## config.mk

```make
export PLATFORM = sky130hd
export DESIGN_NAME = icache_data_array
export DESIGN_NICKNAME = d
export VERILOG_FILES = /design/src/hdl/icache_data_array.sv
export VERILOG_INCLUDE_DIRS = /design/src /design/src/hdl
export SDC_FILE = /design/constraint.sdc
export NUM_CORES = 2
export LEC_CHECK = 0
export BUFFER_PORTS_ARGS = -buffer_cell sky130_fd_sc_hd__buf_4
export CORE_MARGIN = 3
export CORE_UTILIZATION = 60
export DETAILED_ROUTE_END_ITERATION = 12
export GPL_TIMING_DRIVEN = 1
export PLACE_DENSITY = 0.88
export REMOVE_ABC_BUFFERS = 1
export SETUP_SLACK_MARGIN = 0.5
export SLEW_MARGIN = 20
export SYNTH_ARGS = -nofsm -noshare
export SYNTH_HDL_FRONTEND = slang
export SYNTH_SLANG_ARGS = --single-unit
```

## constraint.sdc

```tcl
create_clock -name clk -period 22.7 [get_ports clk]
set_clock_uncertainty 0.2 [all_clocks]
set_input_delay 6.81 -clock clk [delete_from_list [all_inputs] [get_ports clk]]
set_output_delay 6.81 -clock clk [all_outputs]
set_load 0.005 [all_outputs]
```

## src/hdl/icache_config.svh

```systemverilog
// Instruction cache geometry and widths
// AXI4 read master constants for the line refill

`ifndef ICACHE_CONFIG_SVH
`define ICACHE_CONFIG_SVH

// Fetch side
`define ICACHE_ADDR_W       32
`define ICACHE_DATA_W       128    // One fetch word per line
`define ICACHE_ID_W         8

// Cache organisation
`define ICACHE_NUM_WAYS     2
`define ICACHE_WAY_W        1      // log2 of the way count
`define ICACHE_NUM_SETS     16
`define ICACHE_OFFSET_W     4      // Byte offset inside a line
`define ICACHE_INDEX_W      4
`define ICACHE_TAG_W        (`ICACHE_ADDR_W - `ICACHE_INDEX_W - `ICACHE_OFFSET_W)

// AXI4 read master
`define ICACHE_AXI_DATA_W   64
`define ICACHE_AXI_ID_W     4
`define ICACHE_AXI_ID       (`ICACHE_AXI_ID_W'(1))
`define ICACHE_BURST_BEATS  2      // Beats per line refill

`endif

```

## src/hdl/icache_data_array.sv

```systemverilog
// Line storage, one array per way
// Both ways read together, then selected by the hit way

`timescale 1ns/1ps
`include "icache_config.svh"

module icache_data_array
(
   input  logic                         clk,
   input  logic                         lookup_i,
   input  logic [`ICACHE_INDEX_W-1:0]   index_i,
   input  logic [`ICACHE_WAY_W-1:0]     hit_way_i,
   input  logic                         write_i,
   input  logic [`ICACHE_WAY_W-1:0]     way_i,
   input  logic [`ICACHE_DATA_W-1:0]    wdata_i,
   output logic [`ICACHE_DATA_W-1:0]    rdata_o
);

   logic [`ICACHE_NUM_WAYS-1:0][`ICACHE_DATA_W-1:0] rd_q;   // Read register per way

   for (genvar w = 0; w < `ICACHE_NUM_WAYS; w++)
   begin : g_way
      logic [`ICACHE_DATA_W-1:0] line_mem [`ICACHE_NUM_SETS];

      always_ff @(posedge clk)
      begin
         if (write_i && (way_i == `ICACHE_WAY_W'(w)))
            line_mem[index_i] <= wdata_i;
         if (lookup_i)
            rd_q[w] <= line_mem[index_i];
      end
   end

   // Way mux
   assign rdata_o = rd_q[hit_way_i];

endmodule

```

==> flow_summary.toml <==
[run_status]
status = "finished, final reports clean"

[worst_setup_path]
critPathLaunchType = "input pin"
critPathSlowestCell = "buf_4"
critPathRequiredTime_ns = 15.69
crit_family = "buffers and inverters"
cp-end-kind = "primary output"
path_cells = "buf_8 > buf_4 > mux2_2 > buf_4"
crit_buf_inv = 3
path_class = "input pin to primary output"
crit_path_frequent_cell = "buf_4"
crit_path_max_fanout = 44
max_stage_delay_ns = 0.61
crit_arrival_ns = 8.50

[clock_tree]
clk_pin_slew_ns = 0.07
cts_resized = 0
root_buffer = "clkbuf_16"
cts_setup_buffers = 0
cts.sinks = 4352
cts-hold-fix-buffers = 0
cts_tree = "yes"
cts_inserted_buffers = 421
cts_buffer_depth = 4
htree_num_levels = 5
clk_latency_ns = 1.06

[placed_design]
gp_congestion = 0.761
post-place-ws_ns = 7.24
placed_area_um2 = 168000
port_buffers = 264
dp_hpwl_um = 234000
dp_cells = 10282

[routing]
drc = 0
drtIter0Drc = 18006
totalWireLength_um = 514000
post_drt_via_cell_ratio = 7.67
detail-route-antenna-nets = 0
wl_per_cell_um = 46.4
via_count = 84973
wl_met1_um = 145000
dr_wl_met2_um = 246000
wl_met3_um = 76400
highest_layer = "met5"
drt_first_pass_iters = 7

[finish]
final_layout_size_suffix_gt1_frac = 0.288
ff_latch_area_um2 = 131000
instances_no_fill = 11085
layout_commonest_cell = "edfxtp_1"
fillCellCount = 14755
multiInputGateArea_um2 = 29800
final_area_um2 = 182000
area_growth_pct = 12.2
nets = 7293
final_cell_mix = "edfxtp_1, mux4_2, a22oi_1, clkbuf_16, buf_4"

[sta]
post-route-min-period_ns = 15.51
setup_viol = 0
finalHoldViolCount = 0
rsz0062_at_grt = "false"
drv_slew = 0
tns_ns = 0
fin_crit_sh = 0.683
worstMarginPinSlew_ns = 1.41
fmax_ghz = 0.0645
timing.final.ws_setup_ns = 7.19
maxSlewHeadroom = 0.0621

[synth]
syn_area_um2 = 162000
ys_seq_area_frac = 0.807
synth.distinct_cells = 17
avgSynthCellArea_um2 = 24.2
synth-seq-cells = 4352
ys_warn_count = 0
synthesis.instances = 6685

[die]
fp.dieH_um = 525
dieArea_um2 = 276000
io_pins = 265
rows = 190
core-area_um2 = 268000
die_w_um = 525
start_util = 0.604

[grt]
grt_pass1_vias = 85803
grt_pass1_wl_um = 704000
grt_max_degree = 126
grtUsageTotal = 0.374
gr-total-overflow = 0
antenna_found_initial = 100

[pwr]
p_per_area_nw_per_um2 = 92.6
vdd_ir_drop_max_uv = 79.4
cellLeakagePower_nw = 57.1
comb_power_share = 0.049
p_int_mw = 13.1
p_clk_frac = 0.412
p_sw_mw = 3.74
switching_share = 0.222
seqPwrFrac = 0.539

[job]
maxCapViolations = 0

[min_path]
hold_class = "flop to flop"
[routing by layer]
metal	up-vias	GRT usage
met5	-	0
met4	70	0.288
met3	2534	0.116
met2	10077	0.578
met1	42498	0.442
li1	29794	-
[cell usage after synthesis]
master | n | area (um2)
a22oi_1 | 512 | 3840
and2_1 | 1 | 6.26
buf_1 | 58 | 218
buf_2 | 77 | 385
buf_4 | 41 | 308
buf_6 | 3 | 33.8
clkbuf_1 | 182 | 683
edfxtp_1 | 4352 | 131000
mux2_2 | 128 | 1440
mux4_2 | 1024 | 23100
nand2_1 | 260 | 976
nand2b_1 | 2 | 12.5
nand3_1 | 4 | 20.0
nand4_1 | 1 | 6.26
nor2_1 | 34 | 128
nor2b_1 | 5 | 31.3
or2_2 | 1 | 6.26
[through the flow]
stage	utilization	power (mW)	hold WS [ns]
2_1_floorplan	-	9.54	0.510
3_3_place_gp	0.627	9.91	0.520
3_5_place_dp	0.628	9.98	0.532
4_1_cts	0.676	16.7	0.549
5_1_grt	0.677	17.1	0.570
6_report	0.677	16.8	0.533
[area by class of cell]
class,count,share of cell area
clock buffer,507,0.0602
timing repair buffer,409,0.0193
tap,3552,0.0245
clock inverter,237,0.0112
antenna,56,0.000772
multi-input combinational,1972,0.164
sequential,4352,0.720
[power by group through the flow]
stage	Clock, mW	Combinational [mW]	Sequential [mW]
after detailed placement	0	0.757	9.22
after global routing	7.18	0.843	9.06
after CTS	6.89	0.791	9.06
final	6.93	0.816	9.06
after floorplan	0	0.353	9.19
after global placement	0	0.710	9.20
[tightest hold or removal path, cell delays in order, from the launching register on]
cell	delay (ns)
edfxtp_1	0.33
mux4_2	0.23
a22oi_1	0.08
nand2_1	0.06
[flip-flops by register name (all words and copies together) (netlist names)]
register        flops
g_way.line_mem   4096
rd_q              256
[cell families after synthesis]
family,Yosys count,synth area share
AO/OA/AOI/OAI,512,0.0237
buffers and inverters,361,0.0101
flip-flops,4352,0.807
AND/OR/NAND/NOR,308,0.00733
multiplexers,1152,0.151
[final timing paths]
path	from	to	slack [ns]	cells after the start
max reg2reg	g_way[0].line_mem[3][7]$_DFFE_PP_	rd_q[7]$_DFFE_PP_	20.15	3
min reg2reg	g_way[1].line_mem[15][85]$_DFFE_PP_	rd_q[213]$_DFFE_PP_	0.53	3
min	g_way[1].line_mem[15][85]$_DFFE_PP_	rd_q[213]$_DFFE_PP_	0.53	3
max	hit_way_i	rdata_o[5]	7.19	4
Power figures use the tool's default switching activity.
