**src/hdl/icache_config.svh**
```systemverilog
// Instruction cache geometry and widths
// AXI4 read master constants for the line refill

`ifndef ICACHE_CONFIG_SVH
`define ICACHE_CONFIG_SVH

// Fetch side
`define ICACHE_ADDR_W       32
`define ICACHE_DATA_W       128    // One fetch word per line
`define ICACHE_ID_W         8

// Cache organisation
`define ICACHE_NUM_WAYS     2
`define ICACHE_WAY_W        1      // log2 of the way count
`define ICACHE_NUM_SETS     16
`define ICACHE_OFFSET_W     4      // Byte offset inside a line
`define ICACHE_INDEX_W      4
`define ICACHE_TAG_W        (`ICACHE_ADDR_W - `ICACHE_INDEX_W - `ICACHE_OFFSET_W)

// AXI4 read master
`define ICACHE_AXI_DATA_W   64
`define ICACHE_AXI_ID_W     4
`define ICACHE_AXI_ID       (`ICACHE_AXI_ID_W'(1))
`define ICACHE_BURST_BEATS  2      // Beats per line refill

`endif

```
**src/hdl/icache_pkg.sv**
```systemverilog
// Bundled types of the instruction cache
// Fetch request/response, AXI AR and R payloads, lookup result, FSM states

`include "icache_config.svh"

package icache_pkg;

   // -------------------------------------------------------------------------
   // Fetch port
   // -------------------------------------------------------------------------
   typedef struct packed {
      logic [`ICACHE_ADDR_W-1:0] addr;
      logic [`ICACHE_ID_W-1:0]   id;
   } fetch_req_t;

   typedef struct packed {
      logic [`ICACHE_DATA_W-1:0] data;
      logic [`ICACHE_ID_W-1:0]   id;    // Echo of the request ID
   } fetch_rsp_t;

   // -------------------------------------------------------------------------
   // AXI4 read channels
   // -------------------------------------------------------------------------
   typedef struct packed {
      logic [`ICACHE_AXI_ID_W-1:0] id;
      logic [`ICACHE_ADDR_W-1:0]   addr;
      logic [7:0]                  len;    // Beats minus one
      logic [2:0]                  size;   // log2 of bytes per beat
      logic [1:0]                  burst;  // 2'b01 is INCR
   } ar_req_t;

   typedef struct packed {
      logic [`ICACHE_AXI_ID_W-1:0]   id;
      logic [`ICACHE_AXI_DATA_W-1:0] data;
      logic [1:0]                    resp;
      logic                          last;
   } r_beat_t;

   // Tag array answer, valid one cycle after the lookup strobe
   typedef struct packed {
      logic                     hit;
      logic [`ICACHE_WAY_W-1:0] hit_way;
      logic [`ICACHE_WAY_W-1:0] victim_way;
   } tag_lookup_t;

   typedef enum logic [2:0] {
      IDLE,
      LOOKUP,
      REFILL,
      RESPOND,
      FLUSH
   } icache_state_e;

endpackage

```
**src/hdl/icache_refill.sv**
```systemverilog
// AXI4 read refill of one line
// AR issue, then two R beats combined into a full line

`timescale 1ns/1ps
`include "icache_config.svh"

module icache_refill
(
   input  logic                         clk,
   input  logic                         rst_n,
   input  logic                         start_i,
   input  logic [`ICACHE_ADDR_W-1:0]    addr_i,      // Line aligned
   // AR channel
   output logic                         ar_valid_o,
   output icache_pkg::ar_req_t          ar_o,
   input  logic                         ar_ready_i,
   // R channel
   input  logic                         r_valid_i,
   input  icache_pkg::r_beat_t          r_i,
   output logic                         r_ready_o,
   // Assembled line
   output logic                         done_o,
   output logic [`ICACHE_DATA_W-1:0]    line_o
);

   logic [`ICACHE_ADDR_W-1:0]                              addr_q;
   logic [`ICACHE_BURST_BEATS-1:0][`ICACHE_AXI_DATA_W-1:0] beat_q;
   logic                                                   beat_idx_q;   // Toggles per beat
   logic                                                   r_fire;

   assign r_fire = r_valid_i && r_ready_o;

   // AR fields stay constant apart from the address
   assign ar_o.id    = `ICACHE_AXI_ID;
   assign ar_o.addr  = addr_q;
   assign ar_o.len   = 8'(`ICACHE_BURST_BEATS - 1);
   assign ar_o.size  = 3'($clog2(`ICACHE_AXI_DATA_W / 8));
   assign ar_o.burst = 2'b01;                     // INCR

   // First beat is the low half of the line
   assign line_o = beat_q;

   always_ff @(posedge clk or negedge rst_n)
   begin
      if (!rst_n)
      begin
         ar_valid_o <= 1'b0;
         r_ready_o  <= 1'b0;
         done_o     <= 1'b0;
         beat_idx_q <= 1'b0;
      end
      else
      begin
         done_o <= r_fire && r_i.last;
         if (start_i)
            ar_valid_o <= 1'b1;
         else if (ar_valid_o && ar_ready_i)
         begin
            ar_valid_o <= 1'b0;
            r_ready_o  <= 1'b1;                   // Accept beats once AR is taken
         end
         if (r_fire)
         begin
            beat_idx_q <= ~beat_idx_q;
            if (r_i.last)
            begin
               r_ready_o  <= 1'b0;
               beat_idx_q <= 1'b0;
            end
         end
      end
   end

   always_ff @(posedge clk)
   begin
      if (start_i)
         addr_q <= addr_i;
      if (r_fire)
         beat_q[beat_idx_q] <= r_i.data;
   end

endmodule

```
**config.mk**
```make
export PLATFORM = sky130hd
export DESIGN_NAME = icache_refill
export DESIGN_NICKNAME = d
export VERILOG_FILES = /design/src/hdl/icache_pkg.sv /design/src/hdl/icache_refill.sv
export VERILOG_INCLUDE_DIRS = /design/src /design/src/hdl
export SDC_FILE = /design/constraint.sdc
export NUM_CORES = 1
export LEC_CHECK = 0
export ABC_CLOCK_PERIOD_IN_PS = 3700
export BUFFER_PORTS_ARGS = -buffer_cell sky130_fd_sc_hd__buf_2
export CAP_MARGIN = 0
export CORE_AREA = 4 4 120 122
export DETAILED_ROUTE_END_ITERATION = 16
export DIE_AREA = 0 0 124 126
export PLACE_DENSITY = 0.84
export SLEW_MARGIN = 20
export SYNTH_ARGS = -nofsm -noshare
export SYNTH_HDL_FRONTEND = slang
export SYNTH_SLANG_ARGS = --single-unit
```
**constraint.sdc**
```tcl
create_clock -name clk -period 3.7 [get_ports clk]
set_input_delay 0.37 -clock clk [delete_from_list [all_inputs] [get_ports clk]]
set_output_delay 0.37 -clock clk [all_outputs]
set_load 0.005 [all_outputs]
```
==> qor.yml <==
status: "finished, final reports clean"
crit_fanout: 35
syn_inst: 194
grt_pass1_vias: 3071
num-fill-cells: 1046
finalHoldViolations: 0
viasPerCell: 4.31
antenna_found_initial: 0
clk_latency_ns: 0.41
hold_path.class: "primary input to register"
drive_gt1_frac: 0.611
antennaDiodeCount: 0
worst_slew_pin_slew_ns: 1.00
worst-endpoint-arrival_ns: 2.17
p_leak_nw: 2.96
layout.area.seq_sq_mm: 0.00490
synth_largest_area_cell: "edfxtp_1"
multiInputGateArea_sq_um: 140
cts_htree_levels: 4
setup_tns_ns: 0
cts.sinks: 164
slew_viol_final: 0
async_reset_ff_frac: 0.0244
initial_core_util: 0.388
cts_made_buffers: 17
final_nets: 587
drtIter0Drc: 167
skew_ns: 0.00900
ys_seq_area_frac: 0.959
synth-seq-cells: 164
drt_pass1_iterations: 4
vias: 2878
gp_congestion: 0.742
grt_pass1_wl_microns: 16400
placement_rows: 42
clk_pin_slew_ns: 0.06
syn-cell-area_sq_mm: 0.00511
yosys-top-cells-area: "edfxtp_1 94%, buf_4 2.5%, dfrtp_1 2.0%"
cp.required_ns: 3.78
coreArea_sq_mm: 0.0132
synth_top_area_share: 0.940
total_power_mw: 4.35
synth_common_cells: "160 x edfxtp_1, 17 x buf_4, 4 x dfrtp_1, 3 x nor2_1"
max_slew_margin: 0.332
fin_ws_ns: 1.62
dp_slack_ns: 1.52
synth_cell_types: 12
tritoncts: "yes"
critPathKind: "register to register"
yosysMostFrequentCell: "edfxtp_1"
die_width_microns: 124
fin_crit_sh: 0.563
final.min_clock_period_ns: 2.08
rsz0062_at_grt: "no"
die_area_sq_mm: 0.0156
grt_max_degree: 36
grt.overflow.total: 0
post-route-drc-count: 0
synth_edf_count: 160
postRouteAntennaNets: 0
root_buffer: "clkbuf_16"
worstSetupStartpointType: "register"
yosys_warnings: 0
clock_path_buffers: 2
powerDensity_mw_per_mm2: 603
io_buffer_count: 264
die_h_microns: 126
grt_usage: 0.145
routed_wl_microns: 11400
synth_flop_cell: "edfxtp_1"
finalSetupViolCount: 0
synth_area_per_cell_sq_um: 26.4
fmax_ghz: 0.480
pin_count: 288
routedWlPerCell_microns: 17.1
drv_cap: 0
post_cts_buffers: 0
crit_path_end_kind: "register"
post-dp-hpwl_microns: 8630
syn_to_final_growth_pct: 41.0
peakVddDrop_mv: 0.292
[per-stage QoR]
stage / hold slack, ns / instance area [sq um] / instances / util
floorplan: 0.0744 / 5170 / 209 / -
global placement: 0.179 / 6610 / 635 / 0.501
detailed placement: 0.183 / 6610 / 635 / 0.501
CTS: 0.101 / 7210 / 667 / 0.547
global route: 0.109 / 7210 / 667 / 0.547
finish: 0.128 / 7210 / 667 / 0.547
[final timing paths]
path / startpoint / end / slack, ns / cells after the start
min: addr_i[3] / addr_q[3] / 0.13 / 1
max in group asynchronous: rst_n / done_o / 3.30 / 2
min reg2reg: ar_valid_o / ar_valid_o / 0.53 / 1
min in group asynchronous: rst_n / ar_valid_o / 0.28 / 2
max reg2reg: r_ready_o / line_o[2] / 1.62 / 3
max: r_ready_o / line_o[2] / 1.62 / 3
[layer usage]
| metal | wire (microns) | vias up | track usage |
|---|---|---|---|
| li1 | - | 1300 | - |
| met3 | 1460 | 22 | 0.0614 |
| met2 | 5740 | 212 | 0.248 |
| met5 | 0 | - | 0 |
| met4 | 238 | 0 | 0.0728 |
| met1 | 3970 | 1344 | 0.149 |
[sequential cells by signal, indices dropped and copies added, names as in the netlist]
signal / flops
line_o: 128
addr_q: 32
ar_valid_o: 1
beat_idx_q: 1
done_o: 1
r_ready_o: 1
[what timing repair did]
| item | 4_1_cts | 5_1_grt |
|---|---|---|
| hold endpoints to repair | 4 | 0 |
| resized for setup | 0 | 0 |
| hold buffers | 1 | 0 |
[cells by family (layout without fill, tap and decap cells)]
group	count (synthesis)	in the layout	synth area share
DFF	164	164	0.959
buffers and inverters	18	300	0.0257
and+or+nand+nor	7	7	0.00710
other	2	17	0.00147
AOI/OAI and AO/OA	2	2	0.00343
muxes	1	1	0.00294
[placed cells by master (no fill, tap or decap)]
master         Yosys  routed
clkbuf_16          0      17
a21o_1             1       1
and3_2             2       2
dfrtp_1            4       4
inv_6              0       2
buf_2              0     264
a32o_1             1       1
clkinvlp_4         0       4
conb_1             2      17
dlygate4sd3_1      0       1
bufinv_16          0       3
buf_4             17       3
clkinv_4           0       1
nor2_4             0       1
clkinv_1           0       1
inv_1              1       1
nand2_2            1       1
clkinv_2           0       1
edfxtp_1         160     160
mux2_4             1       1
nor2_1             3       2
nand2_1            1       1
clkbuf_1           0       2
[worst max-delay path, cell delays in order, from the launching register on]
cell and delay, ns:
dfrtp_1 0.42, nand2_2 0.10, nor2_4 0.76, buf_4 0.44
[power by group]
part / leakage (nW) / total, mW / switching, mW / internal (mW)
registers: 1.53 / 2.28 / 0.0466 / 2.23
clock network: 0.274 / 1.73 / 0.672 / 1.06
logic: 1.16 / 0.336 / 0.193 / 0.143
total: 2.96 / 4.35 / 0.912 / 3.44
[layout make-up]
class,count,share of cell area
clock buffer,19,0.0600
sequential,164,0.680
timing repair buffer,268,0.188
inverter,1,0.000521
clock inverter,12,0.0215
multi-input combinational,27,0.0194
tap,176,0.0305
Note: power is estimated with default switching activity, not from simulation.
