--- config.mk ---
export PLATFORM = sky130hd
export DESIGN_NAME = icache_ctrl
export DESIGN_NICKNAME = d
export VERILOG_FILES = /design/src/hdl/icache_pkg.sv /design/src/hdl/icache_ctrl.sv
export VERILOG_INCLUDE_DIRS = /design/src /design/src/hdl
export SDC_FILE = /design/constraint.sdc
export NUM_CORES = 1
export LEC_CHECK = 0
export ABC_CLOCK_PERIOD_IN_PS = 13300
export BUFFER_PORTS_ARGS = -buffer_cell sky130_fd_sc_hd__buf_2
export CORE_AREA = 4 4 245 247
export DETAILED_ROUTE_END_ITERATION = 12
export DIE_AREA = 0 0 249 251
export HOLD_SLACK_MARGIN = 0.06
export PLACE_DENSITY_LB_ADDON = 0.05
export SYNTH_ARGS = -nofsm -noshare
export SYNTH_HDL_FRONTEND = slang
export SYNTH_SLANG_ARGS = --single-unit
--- constraint.sdc ---
create_clock -name clk -period 13.3 [get_ports clk]
set_clock_uncertainty 0.15 [all_clocks]
set_input_delay 1.33 -clock clk [delete_from_list [all_inputs] [get_ports clk]]
set_output_delay 1.33 -clock clk [all_outputs]
set_load 0.02 [all_outputs]
--- src/hdl/icache_config.svh ---
// Instruction cache geometry and widths
// AXI4 read master constants for the line refill

`ifndef ICACHE_CONFIG_SVH
`define ICACHE_CONFIG_SVH

// Fetch side
`define ICACHE_ADDR_W       32
`define ICACHE_DATA_W       128    // One fetch word per line
`define ICACHE_ID_W         8

// Cache organisation
`define ICACHE_NUM_WAYS     2
`define ICACHE_WAY_W        1      // log2 of the way count
`define ICACHE_NUM_SETS     16
`define ICACHE_OFFSET_W     4      // Byte offset inside a line
`define ICACHE_INDEX_W      4
`define ICACHE_TAG_W        (`ICACHE_ADDR_W - `ICACHE_INDEX_W - `ICACHE_OFFSET_W)

// AXI4 read master
`define ICACHE_AXI_DATA_W   64
`define ICACHE_AXI_ID_W     4
`define ICACHE_AXI_ID       (`ICACHE_AXI_ID_W'(1))
`define ICACHE_BURST_BEATS  2      // Beats per line refill

`endif

--- src/hdl/icache_pkg.sv ---
// Bundled types of the instruction cache
// Fetch request/response, AXI AR and R payloads, lookup result, FSM states

`include "icache_config.svh"

package icache_pkg;

   // -------------------------------------------------------------------------
   // Fetch port
   // -------------------------------------------------------------------------
   typedef struct packed {
      logic [`ICACHE_ADDR_W-1:0] addr;
      logic [`ICACHE_ID_W-1:0]   id;
   } fetch_req_t;

   typedef struct packed {
      logic [`ICACHE_DATA_W-1:0] data;
      logic [`ICACHE_ID_W-1:0]   id;    // Echo of the request ID
   } fetch_rsp_t;

   // -------------------------------------------------------------------------
   // AXI4 read channels
   // -------------------------------------------------------------------------
   typedef struct packed {
      logic [`ICACHE_AXI_ID_W-1:0] id;
      logic [`ICACHE_ADDR_W-1:0]   addr;
      logic [7:0]                  len;    // Beats minus one
      logic [2:0]                  size;   // log2 of bytes per beat
      logic [1:0]                  burst;  // 2'b01 is INCR
   } ar_req_t;

   typedef struct packed {
      logic [`ICACHE_AXI_ID_W-1:0]   id;
      logic [`ICACHE_AXI_DATA_W-1:0] data;
      logic [1:0]                    resp;
      logic                          last;
   } r_beat_t;

   // Tag array answer, valid one cycle after the lookup strobe
   typedef struct packed {
      logic                     hit;
      logic [`ICACHE_WAY_W-1:0] hit_way;
      logic [`ICACHE_WAY_W-1:0] victim_way;
   } tag_lookup_t;

   typedef enum logic [2:0] {
      IDLE,
      LOOKUP,
      REFILL,
      RESPOND,
      FLUSH
   } icache_state_e;

endpackage

--- src/hdl/icache_ctrl.sv ---
// Cache control FSM
// Fetch handshake, hit/miss decision, refill sequencing and whole-cache flush

`timescale 1ns/1ps
`include "icache_config.svh"

module icache_ctrl
(
   input  logic                          clk,
   input  logic                          rst_n,
   // Fetch port
   input  logic                          fetch_req_i,
   input  icache_pkg::fetch_req_t        fetch_i,
   output logic                          fetch_grant_o,
   output logic                          fetch_valid_o,
   output icache_pkg::fetch_rsp_t        fetch_rsp_o,
   // Flush control
   input  logic                          ctrl_flush_req_i,
   output logic                          ctrl_flush_ack_o,
   // Tag array
   output logic                          lookup_o,
   output logic [`ICACHE_INDEX_W-1:0]    index_o,
   input  icache_pkg::tag_lookup_t       lookup_i,
   output logic                          tag_write_o,
   output logic [`ICACHE_WAY_W-1:0]      tag_way_o,
   output logic [`ICACHE_TAG_W-1:0]      tag_o,
   output logic                          flush_o,
   // Data array
   input  logic [`ICACHE_DATA_W-1:0]     rd_line_i,
   output logic                          fill_write_o,
   output logic [`ICACHE_DATA_W-1:0]     fill_line_o,
   // Refill unit
   output logic                          refill_start_o,
   output logic [`ICACHE_ADDR_W-1:0]     refill_addr_o,
   input  logic                          refill_done_i,
   input  logic [`ICACHE_DATA_W-1:0]     refill_line_i
);
   import icache_pkg::*;

   icache_state_e               state_q;
   icache_state_e               state_d;
   fetch_req_t                  req_q;      // Request in flight
   logic [`ICACHE_DATA_W-1:0]   line_q;     // Response line
   logic [`ICACHE_WAY_W-1:0]    victim_q;
   logic                        accept;
   logic                        fill;

   // Only one request in flight, flush wins over a new fetch
   assign fetch_grant_o = (state_q == IDLE) && !ctrl_flush_req_i;
   assign accept        = fetch_req_i && fetch_grant_o;

   // Lookup index comes straight from the port, later from the saved request
   assign lookup_o = accept;
   assign index_o  = (state_q == IDLE) ? fetch_i.addr[`ICACHE_OFFSET_W +: `ICACHE_INDEX_W]
                                       : req_q.addr[`ICACHE_OFFSET_W +: `ICACHE_INDEX_W];
   assign tag_o    = req_q.addr[`ICACHE_ADDR_W-1 -: `ICACHE_TAG_W];

   // Miss handling
   assign refill_start_o = (state_q == LOOKUP) && !lookup_i.hit;
   assign refill_addr_o  = {req_q.addr[`ICACHE_ADDR_W-1:`ICACHE_OFFSET_W],
                            {`ICACHE_OFFSET_W{1'b0}}};

   // Refilled line goes to the victim way and to the requester together
   assign fill         = (state_q == REFILL) && refill_done_i;
   assign tag_write_o  = fill;
   assign tag_way_o    = victim_q;
   assign fill_write_o = fill;
   assign fill_line_o  = refill_line_i;

   assign flush_o          = (state_q == FLUSH);
   assign ctrl_flush_ack_o = (state_q == FLUSH);   // Single cycle ack

   assign fetch_valid_o    = (state_q == RESPOND);
   assign fetch_rsp_o.data = line_q;
   assign fetch_rsp_o.id   = req_q.id;

   // --------------------------------------------------------------------------
   // State machine
   // --------------------------------------------------------------------------
   always_comb
   begin
      state_d = state_q;
      case (state_q)
         IDLE:
         begin
            if (ctrl_flush_req_i)
               state_d = FLUSH;
            else if (accept)
               state_d = LOOKUP;
         end
         LOOKUP:  state_d = lookup_i.hit ? RESPOND : REFILL;
         REFILL:
         begin
            if (refill_done_i)
               state_d = RESPOND;
         end
         RESPOND: state_d = IDLE;
         FLUSH:   state_d = IDLE;
         default: state_d = IDLE;
      endcase
   end

   always_ff @(posedge clk or negedge rst_n)
   begin
      if (!rst_n)
         state_q <= IDLE;
      else
         state_q <= state_d;
   end

   // Request, victim and response line
   always_ff @(posedge clk)
   begin
      if (accept)
         req_q <= fetch_i;
      if (state_q == LOOKUP)
      begin
         line_q   <= rd_line_i;              // Hit data, overwritten on a refill
         victim_q <= lookup_i.victim_way;
      end
      if (fill)
         line_q <= refill_line_i;
   end

endmodule

==> impl_metrics.py <==
metrics = {
    "global_routing": {
        "grt_antenna_before_repair": 1,
        "grt_max_degree": 132,
        "first_global_vias": 5935,
        "globalRouteOverflowTotal": 0,
        "grt_pass1_wl_um": 44100,
        "gr_usage_total": 0.0995,
    },
    "min_path": {
        "class_of_the_worst_hold_path": "reg -> reg",
        "timing.hold.worst.start": "state_q[2]",
        "holdPathStages": 1,
        "destination_of_the_worst_hold_path": "state_q[1]",
    },
    "cts": {
        "cts_setup_buffers": 0,
        "postCtsHoldBufs": 0,
        "clk_transition_reported_paths_ns": 0.07,
        "clock_sinks": 168,
        "h-tree-depth": 4,
        "max-clock-path-buffers": 2,
        "cts_tree": "done",
        "cts.repair.resized": 0,
        "ctsRootBufferMaster": "sky130_fd_sc_hd__clkbuf_16",
        "cts_made_buffers": 17,
        "insertion_delay_ns": 0.46,
    },
    "sta": {
        "tightest_slew_ns": 0.989,
        "finalWorstPathRequiredPeriod_ns": 4.37,
        "layout_worst_path_cycle_share": 0.328,
        "rsz0062_at_grt": "no",
        "slew_violations": 0,
        "finalSetupTns_ns": 0,
        "setup_viol": 0,
        "finalHoldViolCount": 0,
        "maxSlewHeadroom": 0.341,
        "maxClockFrequency_ghz": 0.229,
    },
    "logic_synthesis": {
        "yosysWarningCount": 0,
        "avgSynthCellArea_um2": 16.2,
        "main_combinational_cell_family_by_area_after_synthesis": "multiplexers",
        "syn-instance-count": 494,
        "complex_gate_fraction_of_the_synthesized_area": 0.00219,
        "synth_seq_area_share": 0.630,
        "flip_flop_and_latch_count_after_synthesis": 168,
        "syn-cell-area_um2": 7990,
        "synth.lib_cells_used.distinct": 25,
        "synthXorXnorAreaFrac": 0.00110,
        "post_synth_fa_ha_maj_area_fraction": 0,
        "synth_simple_gate_area_share": 0.0132,
        "synth.area.mux_share": 0.186,
    },
    "critical_path": {
        "critical_path_peak_fanout": 37,
        "regToRegStartpoint": "state_q[0]",
        "r2r_slack_ns": 9.83,
        "required_ns": 11.82,
        "start_kind": "primary input",
        "critical_path_slowest_stage_cell": "sky130_fd_sc_hd__and2_2",
        "timing.rr.end": "line_q[102]",
        "cp_cell_instances": "buf_2 -> nor4_1 -> and2_2 -> buf_2",
        "critical_path.endpoint_type": "output pin",
        "crit_path_frequent_cell": "sky130_fd_sc_hd__buf_2",
        "slowest_delay_ns": 0.86,
        "ff2ff_path_depth": 5,
        "critical_path_class": "in -> out",
        "cp.arrival_ns": 2.89,
    },
    "place": {
        "port_buffers": 627,
        "post-place-cells": 1718,
        "dpl.hpwl_um": 25800,
        "place.gp.congestion": 0.725,
    },
    "layout": {
        "final_nets": 1276,
        "antenna-diode-count": 0,
        "flow.area_growth_from_synthesis_pct": 43.0,
        "layout-drive-gt1-share": 0.704,
        "layout.cells.non_filler": 1749,
        "most-common-layout-cells": "627 x sky130_fd_sc_hd__buf_2, 165 x sky130_fd_sc_hd__edfxtp_1, 100 x sky130_fd_sc_hd__mux2_1",
        "mostFrequentLayoutCell": "sky130_fd_sc_hd__buf_2",
    },
    "die": {
        "die_x_um": 249,
        "design.portCount": 637,
        "design.core.area_um2": 57600,
        "std_cell_rows": 88,
        "floorplan.die_area_um2": 62500,
        "die_height_um": 251,
        "starting_density_of_the_core": 0.139,
    },
    "pwr": {
        "share_of_power_burned_in_the_clock_network": 0.249,
        "seq_power_share": 0.391,
        "power.internal_uw": 1360,
        "total_leakage_power_uw": 0.00494,
        "p_sw_uw": 821,
        "swShare": 0.377,
        "power.ir.vdd_worst_mv": 0.0957,
        "power.share.combinational": 0.360,
        "power.density_nw_per_um2": 191,
    },
    "detailed_routing": {
        "drt_iter0_markers": 156,
        "antenna_left": 0,
        "routed_vias": 5579,
        "dr.pass1.iters": 4,
        "routed_wirelength_um": 32400,
        "route.detailed.wl_per_inst_um": 18.5,
        "remaining_drc_errors": 0,
        "detail_route.vias_per_cell": 3.19,
    },
    "run": {
        "cap_violations": 0,
    },
    "outcome": {
        "outcome": "finished clean",
    },
}
==> sequential cells by signal, summed over array words and instances, names as in the netlist <==
signal,count
fetch_rsp_o,8
line_q,128
refill_addr_o,28
state_q,3
tag_way_o,1
==> routing by layer <==
layer  part of all wire  global-route usage  routed length [µm]  vias up
met2               0.58               0.196               18800      248
met4              0.013              0.0313                 414        2
li1                   -                   -                   -     2598
met1               0.35              0.0987               11200     2708
met5            0.00046                   0                  15        -
met3              0.061              0.0313                1990       23
==> stage by stage <==
step | hold slack [ns] | utilization | setup WS (ns) | power, µW | area, µm²
CTS | 0.436 | 0.198 | 8.86 | 2250 | 11400
global placement | 0.487 | 0.188 | 8.81 | 1700 | 10800
floorplan | 0.360 | - | 7.60 | 1390 | 8000
global route | 0.443 | 0.198 | 8.77 | 2310 | 11400
finish | 0.470 | 0.198 | 8.93 | 2180 | 11400
detailed placement | 0.473 | 0.188 | 8.83 | 1690 | 10800
==> layout make-up <==
cell class	instances	area [µm²]
timing repair buffer	630	3170
multi-input combinational	154	1650
inverter	1	3.75
clock inverter	13	176
clock buffer	18	429
tap	765	957
fill	6342	46200
sequential	168	5030
==> worst max-delay path by stage <==
stage | from | to | slack (ns) | cells past startpoint
after floorplan | refill_done_i | line_q[0] | 7.60 | 4
after global placement | refill_done_i | line_q[93] | 8.81 | 6
after detailed placement | refill_done_i | line_q[115] | 8.83 | 6
after CTS | ctrl_flush_req_i | lookup_o | 8.86 | 4
after global routing | ctrl_flush_req_i | lookup_o | 8.77 | 4
final | ctrl_flush_req_i | lookup_o | 8.93 | 4
==> Yosys cell counts (all sizes together) <==
library cell,instances,share of area
buf,173,0.17
nor4,2,0.0016
nor2b,1,0.00078
a2111oi,1,0.0011
edfxtp,165,0.62
nand2,1,0.00047
nand2b,2,0.0025
o22a,1,0.0011
nor3b,2,0.0025
xnor2,1,0.0011
clkbuf,1,0.00047
nor2,2,0.00094
or3b,1,0.0011
and2,2,0.0016
inv,1,0.00047
nor3,1,0.00063
conb,1,0.00047
mux2,132,0.19
and3b,1,0.0011
dfrtp,3,0.0094
==> worst max-delay path, delay by kind of cell <==
kind | cells | cell delay [ns]
simple gates | 2 | 1.11
buf+inv | 2 | 0.43
==> cells by family (layout without fill, tap and decap cells) <==
kind of cell | Yosys count | count (layout)
buf+inv | 175 | 662
flops | 168 | 168
mux | 132 | 132
simple gates | 15 | 15
compound gates | 2 | 2
other cells | 1 | 4
xor+xnor | 1 | 1
==> power groups by stage <==
stage	sequential (µW)	combinational [µW]	clock [µW]
after floorplan	1080	309	0
after CTS	857	820	575
after detailed placement	866	819	0
after global placement	867	829	0
final	853	784	543
after global routing	869	844	597
(Power assumes the default switching activity.)
