## config.mk

```make
export PLATFORM = sky130hd
export DESIGN_NAME = icache_tag_array
export DESIGN_NICKNAME = d
export VERILOG_FILES = /design/src/hdl/icache_pkg.sv /design/src/hdl/icache_tag_array.sv
export VERILOG_INCLUDE_DIRS = /design/src /design/src/hdl
export SDC_FILE = /design/constraint.sdc
export NUM_CORES = 1
export LEC_CHECK = 0
export BUFFER_PORTS_ARGS = -buffer_cell sky130_fd_sc_hd__clkbuf_2
export CORE_MARGIN = 10
export CORE_UTILIZATION = 50
export CTS_CLUSTER_DIAMETER = 120
export DETAILED_ROUTE_END_ITERATION = 8
export HOLD_SLACK_MARGIN = 0.06
export PLACE_DENSITY = 0.66
export SLEW_MARGIN = 10
export SYNTH_ARGS = -nofsm -noshare
export SYNTH_HDL_FRONTEND = slang
export SYNTH_SLANG_ARGS = --single-unit
```

## constraint.sdc

```tcl
create_clock -name clk -period 3.65 [get_ports clk]
set_input_delay 0.5475 -clock clk [delete_from_list [all_inputs] [get_ports clk]]
set_output_delay 0.5475 -clock clk [all_outputs]
set_load 0.02 [all_outputs]
```

## src/hdl/icache_config.svh

```systemverilog
// Instruction cache geometry and widths
// AXI4 read master constants for the line refill

`ifndef ICACHE_CONFIG_SVH
`define ICACHE_CONFIG_SVH

// Fetch side
`define ICACHE_ADDR_W       32
`define ICACHE_DATA_W       128    // One fetch word per line
`define ICACHE_ID_W         8

// Cache organisation
`define ICACHE_NUM_WAYS     2
`define ICACHE_WAY_W        1      // log2 of the way count
`define ICACHE_NUM_SETS     16
`define ICACHE_OFFSET_W     4      // Byte offset inside a line
`define ICACHE_INDEX_W      4
`define ICACHE_TAG_W        (`ICACHE_ADDR_W - `ICACHE_INDEX_W - `ICACHE_OFFSET_W)

// AXI4 read master
`define ICACHE_AXI_DATA_W   64
`define ICACHE_AXI_ID_W     4
`define ICACHE_AXI_ID       (`ICACHE_AXI_ID_W'(1))
`define ICACHE_BURST_BEATS  2      // Beats per line refill

`endif

```

## src/hdl/icache_pkg.sv

```systemverilog
// Bundled types of the instruction cache
// Fetch request/response, AXI AR and R payloads, lookup result, FSM states

`include "icache_config.svh"

package icache_pkg;

   // -------------------------------------------------------------------------
   // Fetch port
   // -------------------------------------------------------------------------
   typedef struct packed {
      logic [`ICACHE_ADDR_W-1:0] addr;
      logic [`ICACHE_ID_W-1:0]   id;
   } fetch_req_t;

   typedef struct packed {
      logic [`ICACHE_DATA_W-1:0] data;
      logic [`ICACHE_ID_W-1:0]   id;    // Echo of the request ID
   } fetch_rsp_t;

   // -------------------------------------------------------------------------
   // AXI4 read channels
   // -------------------------------------------------------------------------
   typedef struct packed {
      logic [`ICACHE_AXI_ID_W-1:0] id;
      logic [`ICACHE_ADDR_W-1:0]   addr;
      logic [7:0]                  len;    // Beats minus one
      logic [2:0]                  size;   // log2 of bytes per beat
      logic [1:0]                  burst;  // 2'b01 is INCR
   } ar_req_t;

   typedef struct packed {
      logic [`ICACHE_AXI_ID_W-1:0]   id;
      logic [`ICACHE_AXI_DATA_W-1:0] data;
      logic [1:0]                    resp;
      logic                          last;
   } r_beat_t;

   // Tag array answer, valid one cycle after the lookup strobe
   typedef struct packed {
      logic                     hit;
      logic [`ICACHE_WAY_W-1:0] hit_way;
      logic [`ICACHE_WAY_W-1:0] victim_way;
   } tag_lookup_t;

   typedef enum logic [2:0] {
      IDLE,
      LOOKUP,
      REFILL,
      RESPOND,
      FLUSH
   } icache_state_e;

endpackage

```

## src/hdl/icache_tag_array.sv

```systemverilog
// Tag storage with per-way valid bits
// Registered-index hit compare and round-robin victim pointer per set

`timescale 1ns/1ps
`include "icache_config.svh"

module icache_tag_array
(
   input  logic                         clk,
   input  logic                         rst_n,
   input  logic                         lookup_i,
   input  logic [`ICACHE_INDEX_W-1:0]   index_i,
   input  logic [`ICACHE_TAG_W-1:0]     tag_i,      // Compare tag, also the write tag
   input  logic                         write_i,
   input  logic [`ICACHE_WAY_W-1:0]     way_i,
   input  logic                         flush_i,
   output icache_pkg::tag_lookup_t      result_o
);

   logic [`ICACHE_TAG_W-1:0]                           tag_mem [`ICACHE_NUM_WAYS][`ICACHE_NUM_SETS];
   logic [`ICACHE_NUM_WAYS-1:0][`ICACHE_NUM_SETS-1:0]  valid_q;
   logic [`ICACHE_NUM_SETS-1:0][`ICACHE_WAY_W-1:0]     victim_q;
   logic [`ICACHE_INDEX_W-1:0]                         index_q;
   logic [`ICACHE_NUM_WAYS-1:0]                        way_hit;

   always_ff @(posedge clk)
   begin
      if (write_i)
         tag_mem[way_i][index_i] <= tag_i;
   end

   // Valid bits, victim pointers and the looked-up index
   always_ff @(posedge clk or negedge rst_n)
   begin
      if (!rst_n)
      begin
         valid_q  <= '0;
         victim_q <= '0;
         index_q  <= '0;
      end
      else
      begin
         if (lookup_i)
            index_q <= index_i;
         if (flush_i)
            valid_q <= '0;                  // Whole cache in one cycle
         else if (write_i)
         begin
            valid_q[way_i][index_i] <= 1'b1;
            victim_q[index_i]       <= victim_q[index_i] + 1'b1;
         end
      end
   end

   for (genvar w = 0; w < `ICACHE_NUM_WAYS; w++)
   begin : g_way_cmp
      assign way_hit[w] = valid_q[w][index_q] && (tag_mem[w][index_q] == tag_i);
   end

   always_comb
   begin
      result_o.hit        = 1'b0;
      result_o.hit_way    = '0;
      result_o.victim_way = victim_q[index_q];
      for (int w = 0; w < `ICACHE_NUM_WAYS; w++)
      begin
         if (way_hit[w])
         begin
            result_o.hit     = 1'b1;
            result_o.hit_way = `ICACHE_WAY_W'(w);
         end
      end
   end

endmodule

```

==> results of run 1 <==
==> how the worst min path moves through the flow <==
stage                                   end  cells after the start  slack, ns
finish              valid_q[22]$_DFFE_PN0P_                      1       0.08
global route        valid_q[18]$_DFFE_PN0P_                      1       0.12
CTS                 valid_q[23]$_DFFE_PN0P_                      1       0.09
detailed placement  valid_q[14]$_DFFE_PN0P_                      2       0.48
global placement    valid_q[13]$_DFFE_PN0P_                      2       0.47
floorplan            index_q[0]$_DFFE_PN0P_                      0       0.25
==> area by class of cell <==
| class | instances | area [um2] | area share |
|---|---|---|---|
| Inverter | 12 | 47.55 | 0.001218 |
| Clock buffer | 112 | 2260 | 0.05791 |
| Clock inverter | 39 | 347.8 | 0.008914 |
| Tap cell | 855 | 1070 | 0.02742 |
| Sequential cell | 820 | 24380 | 0.6248 |
| Timing Repair Buffer | 249 | 2601 | 0.06666 |
| Multi-Input combinational cell | 737 | 8315 | 0.2131 |
==> state kept, by name (all words and copies together) (netlist names) <==
name and cells:
victim_q 16, index_q 4, tag_mem 768, valid_q 32
==> stage by stage <==
| step | hold slack, ns | instances | area, um2 | util | TNS (ns) |
|---|---|---|---|---|---|
| 4_1_cts | 0.09302 | 2812 | 38770 | 0.5983 | -1.164 |
| 5_1_grt | 0.1211 | 2824 | 39020 | 0.6020 | -1.282 |
| 3_5_place_dp | 0.4843 | 2635 | 35650 | 0.5500 | -0.3428 |
| 6_report | 0.07972 | 2824 | 39020 | 0.6020 | -1.078 |
| 2_1_floorplan | 0.2519 | 1659 | 32900 | - | 0 |
| 3_3_place_gp | 0.4725 | 2635 | 35650 | 0.5500 | -0.2725 |
==> worst max-delay path: cells and delay by family, from the launching register on <==
family / cells / cell delay [ns]
buf+inv: 8 / 1.07
compound gates: 3 / 0.71
simple gates: 4 / 0.78
flops: 1 / 0.53
==> logic make-up after synthesis <==
| group | Yosys count | share of synthesized area |
|---|---|---|
| and+or+nand+nor | 245 | 0.03236 |
| muxes | 308 | 0.1667 |
| DFF | 820 | 0.7405 |
| buffers and inverters | 102 | 0.01837 |
| AOI/OAI and AO/OA | 120 | 0.02510 |
| xor gates and xnor gates | 64 | 0.01704 |
==> where the power goes <==
part	internal, mW	total [mW]	switching, mW
sequential	10.5	10.5	0.0839
clock	4.77	8.21	3.44
combinational	1.09	2.30	1.20
total	16.3	21.0	4.73
==> cell usage in the layout (no fill, tap or decap), types with 6 or more instances in the layout <==
cell	count
buf_16	8
mux4_2	189
nand2_1	48
a21oi_1	11
nor2b_1	12
mux2_2	29
clkbuf_2	34
mux2i_1	87
xor2_1	25
o21ai_0	29
clkbuf_16	89
xnor2_1	36
nor2_1	101
nor4_1	6
bufinv_16	6
nor2_4	32
a22oi_1	10
dfrtp_1	48
clkinv_1	14
buf_6	8
clkinv_2	15
buf_4	148
a221oi_1	8
clkbuf_1	25
o21ai_1	12
edfxtp_1	768
buf_12	43
nor3_1	7
nand3_1	12
nand4_1	6
inv_1	10
==> synth_stat cells, types with 3 or more instances <==
| library cell | count | share of area |
|---|---|---|
| nor3_1 | 8 | 0.0012 |
| inv_1 | 11 | 0.0013 |
| buf_1 | 5 | 0.00057 |
| buf_4 | 22 | 0.0050 |
| nand2_1 | 49 | 0.0056 |
| nor4_1 | 8 | 0.0015 |
| o22ai_1 | 3 | 0.00057 |
| a31oi_1 | 5 | 0.00095 |
| edfxtp_1 | 768 | 0.70 |
| buf_6 | 13 | 0.0044 |
| a22oi_1 | 11 | 0.0025 |
| dfrtp_1 | 52 | 0.040 |
| a21oi_1 | 11 | 0.0017 |
| mux4_2 | 189 | 0.13 |
| a311oi_1 | 4 | 0.0011 |
| o31ai_1 | 3 | 0.00068 |
| a211oi_1 | 6 | 0.0014 |
| nand4_1 | 6 | 0.0011 |
| mux2_2 | 29 | 0.0099 |
| nor2b_1 | 12 | 0.0023 |
| o21ai_0 | 35 | 0.0053 |
| a221oi_1 | 8 | 0.0021 |
| xnor2_1 | 38 | 0.010 |
| nor2_1 | 135 | 0.015 |
| mux2i_1 | 90 | 0.027 |
| nand3_1 | 12 | 0.0018 |
| a22o_1 | 5 | 0.0013 |
| xor2_1 | 26 | 0.0069 |
| clkbuf_1 | 17 | 0.0019 |
| o21ai_1 | 6 | 0.00091 |
| and3_1 | 3 | 0.00057 |
| buf_2 | 33 | 0.0050 |
| o221ai_1 | 4 | 0.0011 |
==> routing by layer <==
layer / global-route usage / vias up / wire, um
li1: - / 7229 / -
met1: 0.2978 / 9255 / 34350
met2: 0.3561 / 842 / 41840
met3: 0.04399 / 131 / 6772
met4: 0.05576 / 2 / 2061
met5: 0 / - / 20
==> what timing repair did <==
item	in CTS	in global routing
cloned	4	3
buffers inserted	24	9
pin swaps	9	14
resized for setup	34	31
setup endpoints to repair	2	2
==> results.txt, run 1 <==
CP max stage cell: dfrtp_4
H-tree depth: 3
DIE HEIGHT: 276.5 um
Critical Path Source Type: flip-flop
pwr dens: 539.3 mW/mm2
WP data required: 3.10 ns
first-pass GRT wire length: 123,600 um
normalized max-slew margin: 0.3727
HPWL Detailed: 51,690 um
largest fanout on the critical path: 9
Yosys cell types: 57
Initial Utilization: 0.5077
flops & latches, synth: 820
CTS sink count: 820
fmax: 235.4 MHz
number of synthesized flops with an enable pin: 768
initial antenna violation count: 2
Diodes inserted: 0
Residual DRC: 0
Crit. Startpoint: index_q[0]$_DFFE_PN0P_
Worst Max-Slew Pin Slew: 0.9409 ns
hold crit path type: input pin to asynchronous set/reset pin
vias: 17,460
sequential element share of the synthesized area: 0.7405
Worst Path Arrival: 3.70 ns
Max rail drop VDD: 0.4984 mV
# IOs: 37
Num CTS Buffers: 84
drt pass-1 iters: 5
fraction of registers with async set/reset: 0.06341
clock skew: 0.004015 ns
number of nets with antenna violations after routing: 0
Longest Clk Path Bufs: 3
die area: 0.07647 mm2
reg2reg end: victim_q[9]$_DFFE_PN0P_
Syn. warnings: 0
max-cap violations: 0
area of the mapped netlist: 0.03290 mm2
total track usage: 0.2184
period utilisation layout: 1.164
largest net degree at the start of global routing: 49
post-route minimum period: 4.248 ns
CP Capture Point: result_o[2]
Post-layout nets: 1,938
via/cell ratio: 6.182
CORE AREA: 0.06481 mm2
Cells after Synth: 1,659
Leak Pwr: 13.10 nW
CP Class: flip-flop to primary output
Skew-Pair Late Insertion Delay: 0.61 ns
Worst Setup Slack, final: -0.5982 ns
pins over their slew limit: 0
vias in the first global route: 17,870
CTS tree: built
Post-Place Worst Slack: -0.2347 ns
grt ovf: 0
Initial DRC Count: 2,148
Synth Flop Type: edfxtp_1
Rows: 93
Design Power: 21.04 mW
cts hold-fix bufs: 0
gp weighted congestion: 0.8509
Setup crit end kind: primary output
fill cell count: 4,575
CTS root buffer: clkbuf_16
worst path cell trace: buf_12 -> buf_8 -> buf_6 -> inv_4 -> buf_12 -> buf_6 -> buf_4 -> nor3_1 -> nor4_1 -> o21ai_1 -> a32oi_1 -> nand2_1 -> nor4_4 -> a41o_1 -> clkbuf_8
R2R cell count: 5
Area Overhead vs Synth: 18.59%
share of cells above drive strength 1: 0.3276
RSZ-0062 raised after global routing: yes
largest stage delay on the critical path: 0.53 ns
final wirelength: 85,050 um
Avg Inst Size Synth: 19.83 um2
Clock Pin Slew Worst Setup and Hold Paths: 0.06 ns
violated checks: setup timing
status: finished, violations left
DR WL/cell: 30.12 um
Final Hold Fails: 0
Setup-failing EPs final: 2
reg2reg start: victim_q[3]$_DFFE_PN0P_
FF-to-FF setup slack: 1.88 ns
die width: 276.5 um
IO buf count: 36
syn nets: 1,693
Power figures use the tool's default switching activity.
==> run 2: changes to the inputs <==
Settings changed: CTS_BUF_LIST from default to sky130_fd_sc_hd__clkbuf_8, SETUP_SLACK_MARGIN from default to 0.15.
==> results.txt, run 2 (synthesis results as in run 1) <==
status: finished, violations left
violated checks: setup timing
CTS tree: built
Worst Setup Slack, final: -0.8556 ns (-0.2574 ns)
pins over their slew limit: 0 (unchanged)
Worst Max-Slew Pin Slew: 0.9394 ns (-0.001527 ns)
CP top delay family: multiplexers
DR WL/cell: 29.60 um (-1.7%)
Buf+Inv Stages, Crit Path: 4 (-4)
pwr dens: 518.5 mW/mm2 (-3.9%)
largest net degree at the start of global routing: 49 (unchanged)
Area Overhead vs Synth: 18.04%
largest fanout on the critical path: 12 (+3)
Clock Pin Slew Worst Setup and Hold Paths: 0.06 ns (about the same)
Longest Clk Path Bufs: 3 (unchanged)
hold crit path type: input pin to flip-flop
Fin Hold WS: 0.1373 ns (+0.05758 ns)
RSZ-0062 raised after global routing: yes
Critical Path Source Type: flip-flop
post-route minimum period: 4.506 ns (+0.2574 ns)
largest stage delay on the critical path: 0.53 ns (about the same)
Leak Pwr: 13.22 nW (+0.98%)
Rows: 93 (unchanged)
most flop-heavy register: tag_mem
Area after DPL: 0.03565 mm2 (unchanged)
Initial DRC Count: 2,065 (-3.9%)
Worst Path Arrival: 3.96 ns (+0.26 ns)
# IOs: 37 (unchanged)
vias in the first global route: 18,160 (+1.6%)
IO buf count: 36 (unchanged)
grt ovf: 0 (unchanged)
H-tree depth: 4 (+1)
die width: 276.5 um (unchanged)
CP Class: flip-flop to primary output
CP max stage cell: dfrtp_4
max FFs per register: 768 (unchanged)
total track usage: 0.2222 (+0.003770)
vias: 17,700 (+1.4%)
first-pass GRT wire length: 124,600 um (+0.84%)
normalized max-slew margin: 0.3737 (+0.001018)
Final Hold Fails: 0 (unchanged)
clock skew: 0.01850 ns (+0.01449 ns)
final core utilization: 0.5992 (-0.002819)
period utilisation layout: 1.234 (+0.07051)
Num CTS Buffers: 136 (+62%)
CTS root buffer: clkbuf_8
design area: 0.03884 mm2 (-0.47%)
Skew-Pair Late Insertion Delay: 0.78 ns (+0.17 ns)
number of nets with antenna violations after routing: 0 (unchanged)
DIE HEIGHT: 276.5 um (unchanged)
final wirelength: 86,030 um (+1.2%)
commonest cells after routing, fill and taps aside: edfxtp_1, mux4_2, clkbuf_8
largest registers: tag_mem (768), valid_q (32), victim_q (16)
Setup-failing EPs final: 2 (unchanged)
initial antenna violation count: 4 (+2)
setup TNS: -1.549 ns (-0.4705 ns)
WP data required: 3.10 ns (about the same)
most common cell after layout, fill and taps aside: edfxtp_1
worst path cell trace: buf_12 -> buf_16 -> mux4_2 -> mux4_2 -> xnor2_2 -> nand2_1 -> nor4_4 -> buf_4 -> a41o_1 -> clkbuf_8
fin cells: 2,906 (+2.9%)
Setup crit end kind: primary output
max-cap violations: 0 (unchanged)
crit-path most repeated cell: mux4_2
Residual DRC: 0 (unchanged)
drt pass-1 iters: 6 (+1)
HPWL Detailed: 51,690 um (unchanged)
gp weighted congestion: 0.8509 (unchanged)
via/cell ratio: 6.090 (-1.5%)
Placed Cells: 2,635 (unchanged)
Max rail drop VDD: 0.3532 mV (-29%)
Initial Utilization: 0.5077 (unchanged)
die area: 0.07647 mm2 (unchanged)
fmax: 221.9 MHz (-5.7%)
share of cells above drive strength 1: 0.3327 (+0.005105)
CORE AREA: 0.06481 mm2 (unchanged)
CTS sink count: 820 (unchanged)
Post-layout nets: 1,983 (+2.3%)
## run 2: worst paths after layout
check	start	end	slack, ns	cells after the start
max in group asynchronous	rst_n	valid_q[11]$_DFFE_PN0P_	2.42	3
min in group asynchronous	rst_n	valid_q[18]$_DFFE_PN0P_	0.46	2
setup reg to reg	victim_q[3]$_DFFE_PN0P_	victim_q[13]$_DFFE_PN0P_	1.88	5
setup / recovery	index_q[0]$_DFFE_PN0P_	result_o[2]	-0.86	10
hold / removal	index_i[2]	index_q[2]$_DFFE_PN0P_	0.14	3
hold reg to reg	valid_q[14]$_DFFE_PN0P_	valid_q[14]$_DFFE_PN0P_	0.49	2
## run 2: final cells by class
cell class                      count  area [um2]
Fill cell                        4645       25980
Sequential cell                   820       24380
Multi-Input combinational cell    737        8327
Timing Repair Buffer              242        2599
Clock buffer                      142        1954
Tap cell                          855        1070
Clock inverter                     97       459.2
Inverter                           12       47.55
Antenna cell                        1       2.502
## run 2: tightest hold or removal path, stage by stage
cell      delay [ns]
clkbuf_2        0.19
nand2_1         0.07
o21ai_0         0.06
## run 2: through the flow
stage	power, mW	setup WS [ns]
floorplan	11.94	0.3808
global placement	12.78	-0.1986
detailed placement	12.83	-0.2347
CTS	20.18	-0.8280
global route	20.81	-0.9196
finish	20.14	-0.8556
## run 2: power by group
| part | switching, mW | total [mW] | internal (mW) |
|---|---|---|---|
| Clock | 3.56 | 7.29 | 3.73 |
| Combinational | 1.20 | 2.30 | 1.10 |
| Sequential | 0.0879 | 10.5 | 10.5 |
## run 2: what timing repair did
| action | in CTS | in global routing |
|---|---|---|
| pin swaps | 9 | 7 |
| setup buffers | 14 | 8 |
| endpoints found under the hold margin | 38 | 0 |
| gates cloned | 5 | 2 |
| gates resized for setup | 29 | 32 |
| hold buffers | 2 | 0 |
| setup endpoints to repair | 2 | 3 |
## run 2: per-layer routing
layer / vias up / share of wire / wire [um] / global-route usage
li1: 7343 / - / - / -
met1: 9386 / 0.40 / 34710 / 0.2996
met2: 824 / 0.49 / 42200 / 0.3554
met3: 142 / 0.082 / 7038 / 0.04810
met4: 2 / 0.024 / 2066 / 0.07476
met5: - / 0.00016 / 14 / 0
